### src/common/dma_read_macros.svh
// DMA read engine parameters
// Widths, credits, burst and register map.
`ifndef DMA_READ_MACROS_SVH
`define DMA_READ_MACROS_SVH

// FSAB side.
`define DMA_ADDR_W        32
`define DMA_DATA_W        64
`define DMA_BEATS_W       7
`define DMA_BURST_BEATS   8
`define DMA_BURST_BYTES   64

// Transfer length in bytes.
`define DMA_LEN_W         32

// Request slots granted by the bus after reset.
`define DMA_CREDITS_INIT  4
`define DMA_CREDIT_W      3

// The word queue depth must stay a power of two.
`define DMA_FIFO_DEPTH    64

// SPAM configuration bus and the window this block answers.
`define DMA_SPAM_ADDR_W   24
`define DMA_SPAM_DATA_W   32
`define DMA_SPAM_PREFIX   24'h001000
`define DMA_SPAM_MASK     24'hFFFFF0

// Register offsets inside the window.
`define DMA_REG_START     24'h000000
`define DMA_REG_LEN       24'h000004
`define DMA_REG_CMD       24'h000008

`endif
### src/common/dma_read_pkg.sv
// DMA read engine types
`default_nettype none

`include "dma_read_macros.svh"

package dma_read_pkg;

	// Command register codes. The value 3 is not a command.
	typedef enum logic [1:0] {
		CMD_STOP         = 2'd0,
		CMD_TRIGGER_ONCE = 2'd1,
		CMD_AUTOTRIGGER  = 2'd2
	} dma_cmd_e;

	typedef enum logic [1:0] {
		ISS_IDLE  = 2'd0,
		ISS_ISSUE = 2'd1,
		ISS_DRAIN = 2'd2
	} issuer_state_e;

	// Read request toward memory, one per burst.
	typedef struct packed {
		logic                    valid;
		logic [`DMA_ADDR_W-1:0]  addr;
		logic [`DMA_BEATS_W-1:0] beats;
	} fsab_req_t;

	// One response beat.
	typedef struct packed {
		logic                   valid;
		logic [`DMA_DATA_W-1:0] data;
	} fsab_rsp_t;

	typedef struct packed {
		logic                        valid;
		logic [`DMA_SPAM_ADDR_W-1:0] addr;
		logic [`DMA_SPAM_DATA_W-1:0] data;
	} spam_wr_t;

	// Transfer setup handed from the register stage to the issuer.
	typedef struct packed {
		logic [`DMA_ADDR_W-1:0] start;
		logic [`DMA_LEN_W-1:0]  len;
		dma_cmd_e               cmd;
	} dma_cfg_t;

endpackage

`default_nettype wire

### src/hw/dma_read_top.sv
// DMA read engine top level
// Registers, issuer, collector and FIFO in a chain.
`timescale 1ns/10ps
`default_nettype none

`include "dma_read_macros.svh"

module dma_read_top (
	input  logic                    clk,
	input  logic                    rst_b,
	input  dma_read_pkg::spam_wr_t  spam_in,
	output logic                    spam_ack,
	output dma_read_pkg::fsab_req_t fsab_req,
	input  logic                    fsab_credit,
	input  dma_read_pkg::fsab_rsp_t fsab_rsp,
	input  logic                    request,
	output logic [`DMA_DATA_W-1:0]  data,
	output logic                    data_ready
);
	import dma_read_pkg::*;

	dma_cfg_t                         cfg;
	logic                             cmd_taken;
	logic [$clog2(`DMA_FIFO_DEPTH):0] fifo_room;
	logic                             burst_done;
	logic                             fifo_push;
	logic [`DMA_DATA_W-1:0]           fifo_wdata;

	spam_config_regs u_regs (
		.clk       (clk),
		.rst_b     (rst_b),
		.spam_in   (spam_in),
		.cmd_taken (cmd_taken),
		.cfg       (cfg),
		.spam_ack  (spam_ack)
	);

	// Room and finished bursts come back upstream as the issuer's second credit.
	dma_burst_issuer u_issuer (
		.clk         (clk),
		.rst_b       (rst_b),
		.cfg         (cfg),
		.fifo_room   (fifo_room),
		.burst_done  (burst_done),
		.fsab_credit (fsab_credit),
		.fsab_req    (fsab_req),
		.cmd_taken   (cmd_taken)
	);

	dma_burst_collector u_collector (
		.clk        (clk),
		.rst_b      (rst_b),
		.fsab_rsp   (fsab_rsp),
		.fifo_push  (fifo_push),
		.fifo_wdata (fifo_wdata),
		.burst_done (burst_done)
	);

	dma_word_fifo u_fifo (
		.clk        (clk),
		.rst_b      (rst_b),
		.fifo_push  (fifo_push),
		.fifo_wdata (fifo_wdata),
		.request    (request),
		.fifo_room  (fifo_room),
		.data       (data),
		.data_ready (data_ready)
	);

endmodule

`default_nettype wire

### src/hw/dma_word_fifo.sv
// Word FIFO and user read port
`timescale 1ns/10ps
`default_nettype none

`include "dma_read_macros.svh"

module dma_word_fifo (
	input  logic                             clk,
	input  logic                             rst_b,
	input  logic                             fifo_push,
	input  logic [`DMA_DATA_W-1:0]           fifo_wdata,
	input  logic                             request,
	output logic [$clog2(`DMA_FIFO_DEPTH):0] fifo_room,
	output logic [`DMA_DATA_W-1:0]           data,
	output logic                             data_ready
);

	localparam int PTR_W = $clog2(`DMA_FIFO_DEPTH);
	localparam logic [PTR_W:0] DEPTH = (PTR_W + 1)'(`DMA_FIFO_DEPTH);

	logic [`DMA_DATA_W-1:0] mem [`DMA_FIFO_DEPTH];
	logic [PTR_W-1:0]       wr_ptr;
	logic [PTR_W-1:0]       rd_ptr;
	logic [PTR_W:0]         count; // One bit wider so a full queue is told from an empty one.
	logic                   pop;

	// A request against an empty queue is simply not served.
	assign pop = request && (count != '0);

	// The issuer reserves room before it asks, so pushes never meet a full queue.
	assign fifo_room = DEPTH - count;

	always_ff @(posedge clk or negedge rst_b) begin
		if (!rst_b) begin
			wr_ptr <= '0;
			rd_ptr <= '0;
			count <= '0;
			data_ready <= 1'b0;
		end else begin
			data_ready <= pop;
			if (fifo_push)
				wr_ptr <= wr_ptr + 1'b1; // Pointers wrap with the power-of-two depth.
			if (pop)
				rd_ptr <= rd_ptr + 1'b1;
			case ({fifo_push, pop})
				2'b10: count <= count + 1'b1;
				2'b01: count <= count - 1'b1;
				default: count <= count;
			endcase
		end
	end

	always_ff @(posedge clk) begin
		if (fifo_push)
			mem[wr_ptr] <= fifo_wdata;
	end

	// The oldest word goes out with data_ready in the next cycle.
	always_ff @(posedge clk) begin
		if (pop)
			data <= mem[rd_ptr];
	end

endmodule

`default_nettype wire

### src/dma_engine/dma_burst_collector.sv
// Burst collector
// Response beats to FIFO pushes.
`timescale 1ns/10ps
`default_nettype none

`include "dma_read_macros.svh"

module dma_burst_collector (
	input  logic                    clk,
	input  logic                    rst_b,
	input  dma_read_pkg::fsab_rsp_t fsab_rsp,
	output logic                    fifo_push,
	output logic [`DMA_DATA_W-1:0]  fifo_wdata,
	output logic                    burst_done
);
	import dma_read_pkg::*;

	localparam int BEAT_W = $clog2(`DMA_BURST_BEATS);
	localparam logic [BEAT_W-1:0] LAST_BEAT = BEAT_W'(`DMA_BURST_BEATS - 1);

	logic [BEAT_W-1:0] beat_cnt; // Position of the next beat inside its burst.
	logic              last_beat;

	// Bursts come back in request order, so a plain beat count finds their ends.
	assign last_beat = fsab_rsp.valid && (beat_cnt == LAST_BEAT);

	always_ff @(posedge clk or negedge rst_b) begin
		if (!rst_b) begin
			beat_cnt <= '0;
		end else if (fsab_rsp.valid) begin
			if (last_beat)
				beat_cnt <= '0;
			else
				beat_cnt <= beat_cnt + 1'b1;
		end
	end

	// Push strobe and burst end leave together, one cycle after the beat.
	always_ff @(posedge clk or negedge rst_b) begin
		if (!rst_b) begin
			fifo_push <= 1'b0;
			burst_done <= 1'b0;
		end else begin
			fifo_push <= fsab_rsp.valid;
			burst_done <= last_beat;
		end
	end

	// Beat data toward the FIFO, valid while fifo_push is high.
	always_ff @(posedge clk) begin
		if (fsab_rsp.valid)
			fifo_wdata <= fsab_rsp.data;
	end

endmodule

`default_nettype wire

### src/dma_engine/dma_burst_issuer.sv
// Burst issuer
// Trigger FSM with bus and FIFO credit tracking.
`timescale 1ns/10ps
`default_nettype none

`include "dma_read_macros.svh"

module dma_burst_issuer (
	input  logic                             clk,
	input  logic                             rst_b,
	input  dma_read_pkg::dma_cfg_t           cfg,
	input  logic [$clog2(`DMA_FIFO_DEPTH):0] fifo_room,
	input  logic                             burst_done,
	input  logic                             fsab_credit,
	output dma_read_pkg::fsab_req_t          fsab_req,
	output logic                             cmd_taken
);
	import dma_read_pkg::*;

	// Enough to count every burst the FIFO could ever hold.
	localparam int INFL_W = $clog2(`DMA_FIFO_DEPTH / `DMA_BURST_BEATS) + 1;

	issuer_state_e            state;
	logic [`DMA_ADDR_W-1:0]   addr;
	logic [`DMA_ADDR_W-1:0]   end_addr;
	logic [`DMA_CREDIT_W-1:0] credits;
	logic [INFL_W-1:0]        inflight;
	logic                     more;
	logic                     room_ok;
	logic                     issue;

	assign cmd_taken = (state == ISS_IDLE) &&
		((cfg.cmd == CMD_TRIGGER_ONCE) || (cfg.cmd == CMD_AUTOTRIGGER));
	assign more = addr < end_addr; // Some of the range is still unrequested.

	// Room must cover every burst already on its way plus this one.
	assign room_ok = int'(fifo_room) >= `DMA_BURST_BEATS * (int'(inflight) + 1);
	assign issue = (state == ISS_ISSUE) && more && (credits != '0) && room_ok;

	always_comb begin
		fsab_req.valid = issue;
		fsab_req.addr = addr;
		fsab_req.beats = `DMA_BEATS_W'(`DMA_BURST_BEATS);
	end

	// Bus request slots. A slot is used by each request and freed by each credit.
	always_ff @(posedge clk or negedge rst_b) begin
		if (!rst_b)
			credits <= `DMA_CREDIT_W'(`DMA_CREDITS_INIT);
		else
			credits <= credits + `DMA_CREDIT_W'(fsab_credit) - `DMA_CREDIT_W'(issue);
	end

	always_ff @(posedge clk or negedge rst_b) begin
		if (!rst_b) begin
			inflight <= '0;
		end else begin
			case ({issue, burst_done})
				2'b10: inflight <= inflight + 1'b1;
				2'b01: inflight <= inflight - 1'b1;
				default: inflight <= inflight; // Both or neither.
			endcase
		end
	end

	always_ff @(posedge clk or negedge rst_b) begin
		if (!rst_b) begin
			state <= ISS_IDLE;
			addr <= '0;
			end_addr <= '0;
		end else begin
			case (state)
				ISS_IDLE: begin
					// Autotrigger stays set, so this restarts after each drain.
					if (cmd_taken) begin
						addr <= cfg.start;
						end_addr <= cfg.start + `DMA_ADDR_W'(cfg.len);
						state <= ISS_ISSUE;
					end
				end
				ISS_ISSUE: begin
					if (issue)
						addr <= addr + `DMA_ADDR_W'(`DMA_BURST_BYTES);
					else if (!more)
						state <= ISS_DRAIN;
				end
				ISS_DRAIN: begin
					if (inflight == '0) // All bursts have reached the FIFO.
						state <= ISS_IDLE;
				end
				default: state <= ISS_IDLE;
			endcase
		end
	end

endmodule

`default_nettype wire

### src/hw/spam_config_regs.sv
// SPAM configuration registers
`timescale 1ns/10ps
`default_nettype none

`include "dma_read_macros.svh"

module spam_config_regs (
	input  logic                   clk,
	input  logic                   rst_b,
	input  dma_read_pkg::spam_wr_t spam_in,
	input  logic                   cmd_taken,
	output dma_read_pkg::dma_cfg_t cfg,
	output logic                   spam_ack
);
	import dma_read_pkg::*;

	logic                        hit;
	logic [`DMA_SPAM_ADDR_W-1:0] offset;
	logic                        cmd_ok;

	assign hit = spam_in.valid &&
		((spam_in.addr & `DMA_SPAM_MASK) == `DMA_SPAM_PREFIX); // Window match.
	assign offset = spam_in.addr & ~`DMA_SPAM_MASK;

	// Only the defined command codes reach the register.
	always_comb begin
		case (spam_in.data)
			`DMA_SPAM_DATA_W'(CMD_STOP),
			`DMA_SPAM_DATA_W'(CMD_TRIGGER_ONCE),
			`DMA_SPAM_DATA_W'(CMD_AUTOTRIGGER): cmd_ok = 1'b1;
			default: cmd_ok = 1'b0;
		endcase
	end

	always_ff @(posedge clk or negedge rst_b) begin
		if (!rst_b) begin
			cfg.start <= '0;
			cfg.len <= '0;
			cfg.cmd <= CMD_STOP;
			spam_ack <= 1'b0;
		end else begin
			spam_ack <= hit; // Every write in the window is acknowledged.

			// A single-shot command is spent once the issuer takes it.
			if (cmd_taken && (cfg.cmd == CMD_TRIGGER_ONCE))
				cfg.cmd <= CMD_STOP;

			// A host write on the same edge is newer and wins.
			if (hit) begin
				case (offset)
					`DMA_REG_START: cfg.start <= spam_in.data[`DMA_ADDR_W-1:0];
					`DMA_REG_LEN: cfg.len <= spam_in.data[`DMA_LEN_W-1:0];
					`DMA_REG_CMD: begin
						if (cmd_ok)
							cfg.cmd <= dma_cmd_e'(spam_in.data[1:0]);
					end
					default: begin
						// Unknown offsets leave the registers alone.
					end
				endcase
			end
		end
	end

endmodule

`default_nettype wire

### config.mk
export PLATFORM = sky130hd
export DESIGN_NAME = dma_read_top
export DESIGN_NICKNAME = d
export VERILOG_FILES = /design/src/common/dma_read_pkg.sv /design/src/hw/dma_read_top.sv /design/src/hw/dma_word_fifo.sv /design/src/dma_engine/dma_burst_collector.sv /design/src/dma_engine/dma_burst_issuer.sv /design/src/hw/spam_config_regs.sv
export VERILOG_INCLUDE_DIRS = /design/src /design/src/common
export SDC_FILE = /design/constraint.sdc
export NUM_CORES = 2
export LEC_CHECK = 0
export BUFFER_PORTS_ARGS = -buffer_cell sky130_fd_sc_hd__buf_2
export CORE_MARGIN = 4
export CORE_UTILIZATION = 25
export DETAILED_ROUTE_END_ITERATION = 16
export PLACE_DENSITY = 0.49
export SETUP_SLACK_MARGIN = 0.5
export SLEW_MARGIN = 20
export SYNTH_ARGS = -nofsm -noshare
export SYNTH_HDL_FRONTEND = slang
export SYNTH_SLANG_ARGS = --single-unit
export TNS_END_PERCENT = 10
### constraint.sdc
create_clock -name clk -period 10.6 [get_ports clk]
set_input_delay 0.53 -clock clk [delete_from_list [all_inputs] [get_ports clk]]
set_output_delay 0.53 -clock clk [all_outputs]
set_load 0.005 [all_outputs]
# --- Word-level counts from Yosys, hierarchy flattened ---
# Memories as Yosys holds them, arrays and structs flattened. A register that Yosys moved wholly into a read port is not among the register bits.
# Cells that the tools add are included.
classes:
  mux: 18
  eq_ne: 19
  magnitude_cmp: 2
  reduce_logical: 24
  addsub: 13
op_table:
  columns: ["operator", "n"]
  rows:
  - ["32-bit 2-to-1 mux", 2]
  - ["32-bit case mux with 2 select lines", 1]
  - ["32-bit adder", 1]
  - ["32-bit by 7-bit adder with 32-bit output (second input constant)", 1]
  - ["32-bit by 1-bit == test with 1-bit output (second input constant)", 1]
  - ["32-bit by 2-bit == test with 1-bit output (second input constant)", 1]
  - ["8-bit by 32-bit >= comparator with 1-bit output", 1]
  - ["32-bit zero test", 1]
  - ["32-bit less-than comparator", 1]
  - ["24-bit zero test", 1]
  - ["20-bit by 9-bit == test with 1-bit output (second input constant)", 1]
  - ["2-bit 2-to-1 mux", 8]
  - ["7-bit case mux with 2 select lines", 1]
  - ["6-bit by 1-bit adder with 6-bit output (second input constant)", 2]
  - ["2-bit by 1-bit == test with 1-bit output (second input constant)", 4]
  - ["2-bit == test (second input constant)", 4]
  - ["1-bit logical AND", 8]
  - ["4-bit case mux with 2 select lines", 1]
  - ["7-bit by 1-bit adder with 7-bit output (second input constant)", 1]
  - ["7-bit nonzero test", 1]
  - ["7-bit by 1-bit subtractor with 7-bit output (second input constant)", 1]
  - ["7-bit subtractor (first input constant)", 1]
  - ["2-bit != test (second input constant)", 3]
  - ["2-bit case mux with 3 select lines", 1]
  - ["21 further kinds", 28]
totals:
  output_inout_bits: 106
  wordCells: 94
  mem_count: 1
  input_bits: 126
  regBits: 229
  mem_bits_rw: 4096
memory_table:
  columns: ["name", "depth", "word_bits", "rd", "rd_clocked_by_memory_dff", "wr", "line", "source"]
  rows:
  - ["u_fifo.mem", 64, 64, 1, 1, 1, "dma_word_fifo.sv:21", "logic [`DMA_DATA_W-1:0] mem [`DMA_FIFO_DEPTH];"]

# --- Logic depth before layout (Yosys ltp) ---
logic_depth:
  ltp_word: 8
  mapped_depth: 16
  depth_no_buf: 16

# --- Cells and area by module ---
# A second synthesis with hierarchy kept.
hier_totals:
  cells_unflattened: 7650
  hier_area_um2: 170339.6
modules_own_cells:
  columns: ["module", "area_per_inst_um2", "cells_each", "n_inst", "seq_area_each_um2"]
  rows:
  - ["dma_word_fifo", 159127.6, 6649, 1, 125420.3]
  - ["dma_burst_issuer", 6319.8, 755, 1, 1828.0]
  - ["spam_config_regs", 2770.2, 168, 1, 1676.6]
  - ["dma_burst_collector", 2122.0, 78, 1, 2047.0]

# --- Worst setup path before layout ---
# No wires, ideal clock.
synth_timing:
  path_kind: "register to register"
  from: "register u_collector.fifo_push"
  to: "memory u_fifo.mem[40][0] in the netlist's numbering (enable)"
  arrival_time_ns: 5.396
  setup_ns: 0.565
  synth_period_minus_slack_ns: 5.960
  path_slack_ns: 4.640
  path_buffers: 1
  t_required_ns: 10.035
  path_stages_with_launch: 6
  path_cell_list: "dfrtp_1 > clkbuf_1 > inv_1 > nor2_1 > nand2_1 > nor3_1"
synth_between:
  elab_chain_cells: 2
synth_lines:
  columns: ["item", "line", "source"]
  rows:
  - ["from (decl)", "dma_burst_collector.sv:12", "output logic fifo_push,"]
  - ["from (signal assigned)", "dma_burst_collector.sv:44", "fifo_push <= fsab_rsp.valid;"]
  - ["1-bit 2-to-1 mux", "dma_word_fifo.sv:54", "if (fifo_push)"]
  - ["1-bit 2-to-1 mux (implied by the code)", "dma_word_fifo.sv:55", "mem[wr_ptr] <= fifo_wdata;"]
  - ["to (decl)", "dma_word_fifo.sv:21", null]
# Every way passes these cells.

==> summary.md <==
| Metric | Value |
|---|---|
| Worst Path Max Fanout | `19` |
| Drt total wl | `approximately 500 mm` |
| Met3 Use GR | `around 2.2%` |
| Worst r2r dst | `u_fifo.data[5]` |
| Num Clock Sinks | `approximately 4,400` |
| Worst setup EP type | `primary output` |
| Power per cell area | `246 nW/um^2` |
| Root Buffer | `clkbuf_16` |
| Final Max Tran Viols | `0` |
| Main synth FF type | `edfxtp_1` |
| Lkg Pwr | `approximately 61 nW` |
| Clk Latency, worst-skew pair | `around 1.0 ns` |
| Largest family of logic cells by synthesized area | `multiplexers` |
| Largest net degree at the start of global routing | `140` |
| Adder-cell share of the synthesized area | `0.685%` |
| CTS clock-pin slew for the worst setup and hold paths | `roughly 0.060 ns` |
| R2r startpoint | `u_fifo.rd_ptr[0]` |
| Max clock buf depth | `4` |
| Iter 0 DRT Violations | `slightly above 8,000` |
| # setup viols final | `0` |
| Synth Instances | `about 7,000` |
| DR vias | `~80,000` |
| Mapped Area | `169,000 sq um` |
| Reg2reg setup slack | `just over 6 ns` |
| Tcrit/Tclk final | `roughly 45%` |
| Final hold vios | `0` |
| TritonCTS clock tree | `built` |
| Initial Util | `between 20% and 30%` |
| H-tree Lvls | `5` |
| Global Route met1 Usage | `roughly 18%` |
| Worst Reg-to-Reg Cells | `5` |
| GRT Total Usage | `around 14%` |
| Placer Congestion | `about 0.77` |
| Max-slew headroom | `between 10% and 20%` |
| Mux cell area share after synthesis | `between 10% and 20%` |
| Int Pwr | `approximately 35 mW` |
| Met2 GRT Util | `about a quarter` |
| Die Span X | `just over 800 microns` |
| Hold Path End | `u_fifo.rd_ptr[1]` |
| Maximum vdd ir drop | `219 uV` |
| Outcome | `completed` |
| Setup crit start kind | `flip-flop` |
| Clock Skews | `around 0.12 ns` |
| Layout cell share with drive strength beyond 1 | `between 30 and 40%` |
| Core box area | `slightly below 700,000 sq um` |
| Final design utilization | `slightly below 30%` |
| Final hold slack | `roughly 0.10 ns` |
| Top cell type's share of synthesized area | `between 70% and 80%` |
| Post-route DRC | `0` |
| Fin cells | `~17,000` |
| Vias in the first global route | `82,000` |
| Worst hold start | `request` |
| Post-layout nets | `about 7,900` |
| Compound-cell area share of the yosys netlist | `less than 1%` |
| Hold depth | `5` |
| #FFs+latches synth | `about 4,400` |
| CP required | `~10 ns` |
| Simple logic cell fraction of the synthesized area | `1.07%` |
| TritonRoute pass-1 iters | `5` |
| Sequential area share after synthesis | `between 70% and 80%` |
| Clk pwr share | `32.7%` |
| I/O pin count | `232` |
| Worst Tran Pin Value | `about 1.2 ns` |
| Asr flop ratio synth | `under 10%` |
| WS Path Type | `flip-flop to primary output` |
| Number of enable flip-flop cells after synthesis | `approximately 4,200` |
| Tot Pwr | `a little under 50 mW` |
| Post-DRT Antenna Nets | `0` |
| TNS Setup | `0 ns` |
| RSZ-0062 raised after global routing | `false` |
| Row cnt | `301` |
| DR WL/cell | `between 20 and 30 microns` |
| Mean number of vias per cell | `4.69` |
| Tmin final | `~4.7 ns` |
| Net Switching | `about 14 mW` |
| Yosys cell types | `63` |
| Area growth syn-to-layout | `17.6%` |
| F_max | `0.212 GHz` |
| Synth warn | `0` |
| Switching Share | `between 20% and 30%` |
| Initial antenna violation count | `38` |
| Synth Area per Inst | `approximately 24 sq um` |
| CTS Buf Count | `451` |
| Final HPWL DP | `between 200 and 300 mm` |
| Worst EP arrival | `~4.2 ns` |
| Reg power frac | `between 40 and 50%` |
| FILL cells | `roughly 65,000` |
| Port Buffers | `224` |
| Synth Area in XOR/XNOR | `0.249%` |
| Yosys top cell by area | `edfxtp_1` |
| Grt peak-use layer | `met2` |
| Cells after DPL | `approximately 16,000` |
| Power share of the combinational group | `between 20% and 30%` |
| Synth top area cells | `edfxtp_1 75%, mux4_2 18%, dfrtp_1 2.4%` |
| Die height | `between 800 and 900 microns` |
| Full die area | `approximately 690,000 sq um` |
| Cts repair resizes | `0` |
| GRT overflow | `0` |
| Max cap viols | `0` |
| HP Class | `input port to flip-flop` |
| First-pass GRT wire length | `690 mm` |
==> worst max path at each step <==
stage                                from                   end  slack [ns]  cells past startpoint
finish                    u_fifo.count[0]          fsab_req[39]        5.88                     12
global route              u_fifo.count[0]          fsab_req[39]        5.56                     12
CTS                       u_fifo.count[0]          fsab_req[39]        5.71                     12
detailed placement       u_fifo.rd_ptr[0]       u_fifo.data[52]        5.89                      5
global placement          u_fifo.count[1]  u_issuer.inflight[3]        5.84                     17
floorplan           u_collector.fifo_push     u_fifo.mem[40][0]        4.64                      5
==> synthesized netlist by cell type (4+ instances only) <==
master	count
clkbuf_1	209
buf_4	14
o21a_1	6
inv_1	59
nor3_1	16
xnor2_1	25
nand2b_1	12
fa_1	4
a21o_1	16
o21bai_1	8
dfrtp_1	164
a32o_1	15
buf_2	76
a211o_1	4
o2111ai_1	5
nand4_1	31
nor2b_1	7
nor2_1	113
a31oi_1	9
edfxtp_1	4224
or3_1	10
xor2_1	23
nand3b_1	4
nand3_1	22
a211oi_1	12
mux2_2	68
o31ai_1	15
and3_1	7
nand2_1	147
nor4_1	10
buf_1	51
ha_1	86
a21oi_1	41
or2_2	4
o21ai_0	74
o41ai_1	5
o211ai_1	9
mux4_2	1344
==> registers in the layout, indices dropped and copies added, names as in the netlist, 7 cells and up <==
| register | count |
|---|---|
| u_issuer.addr | 32 |
| u_fifo.data | 64 |
| u_collector.fifo_wdata | 64 |
| u_fifo.count | 7 |
| u_fifo.mem | 4096 |
| u_regs.cfg | 66 |
| u_issuer.end_addr | 32 |
==> worst max-delay path, cell delays in order, from the launching register on <==
cell and delay (ns):
dfrtp_1 0.42, nor3_1 0.38, nand2b_1 0.24, nor3_1 0.29
xor2_1 0.12, ha_1 0.32, nand2_1 0.08, o21ai_1 0.26
buf_4 0.31, and2_1 0.28, nand2_1 0.21, inv_1 0.16
buf_2 0.17
==> cells in the final DEF, fill, tap and decap left out, types with 25 or more instances in the layout <==
master / count
a21oi_1: 41
buf_2: 222
buf_4: 246
bufinv_16: 50
clkbuf_1: 86
clkbuf_16: 459
clkinv_1: 105
clkinv_2: 82
dfrtp_1: 158
dlygate4sd3_1: 105
edfxtp_1: 4224
ha_1: 86
inv_1: 58
mux2_2: 68
mux4_2: 1344
nand2_1: 147
nand4_1: 31
nor2_1: 51
nor2_4: 62
o21ai_0: 74
xnor2_1: 25
==> power groups by stage <==
stage / clock [mW] / combinational, mW / sequential (mW)
after floorplan: 0 / 8.43 / 20.8
after global placement: 0 / 12.3 / 21.0
after detailed placement: 0 / 12.4 / 21.0
after CTS: 16.4 / 12.5 / 20.7
after global routing: 17.1 / 13.0 / 20.7
final: 16.0 / 12.2 / 20.6
==> cell families (layout without fill, tap and decap cells) <==
logic type / after synthesis / after routing
flip-flops: 4389 / 4389
multiplexers: 1413 / 1413
buffers and inverters: 410 / 1500
AND/OR/NAND/NOR: 397 / 397
AO/OA/AOI/OAI: 246 / 246
adder cells (fa/ha/maj): 90 / 90
XOR/XNOR: 48 / 48
other: 2 / 20
==> layer usage <==
layer / vias to the layer above / wire length (microns)
li1: 31600 / -
met1: 44700 / 202000
met2: 2815 / 259000
met5: - / 147
met4: 24 / 13600
met3: 747 / 28000
==> through the flow <==
stage          cell area (sq um)  worst slack, ns
6_report                  198000             5.88
5_1_grt                   198000             5.56
4_1_cts                   198000             5.71
3_5_place_dp              183000             5.89
3_3_place_gp              182000             5.84
2_1_floorplan             169000             4.64
==> area by class of cell <==
class / instances / area (sq um) / share of cell area (%)
Antenna cell: 13 / 32.5 / 0.0164
Clock buffer: 549 / 11900 / 5.98
Clock inverter: 287 / 2910 / 1.47
Inverter: 59 / 226 / 0.114
Multi-Input combinational cell: 2201 / 36600 / 18.4
Sequential cell: 4389 / 131000 / 66.0
Tap cell: 8938 / 11200 / 5.64
Timing Repair Buffer: 605 / 4650 / 2.34
==> what timing repair did <==
item / CTS / global route
hold endpoints to repair: 204 / 0
setup buffers: 0 / 0
hold buffers: 105 / 0
No activity file was read; power rests on OpenSTA's default activity.
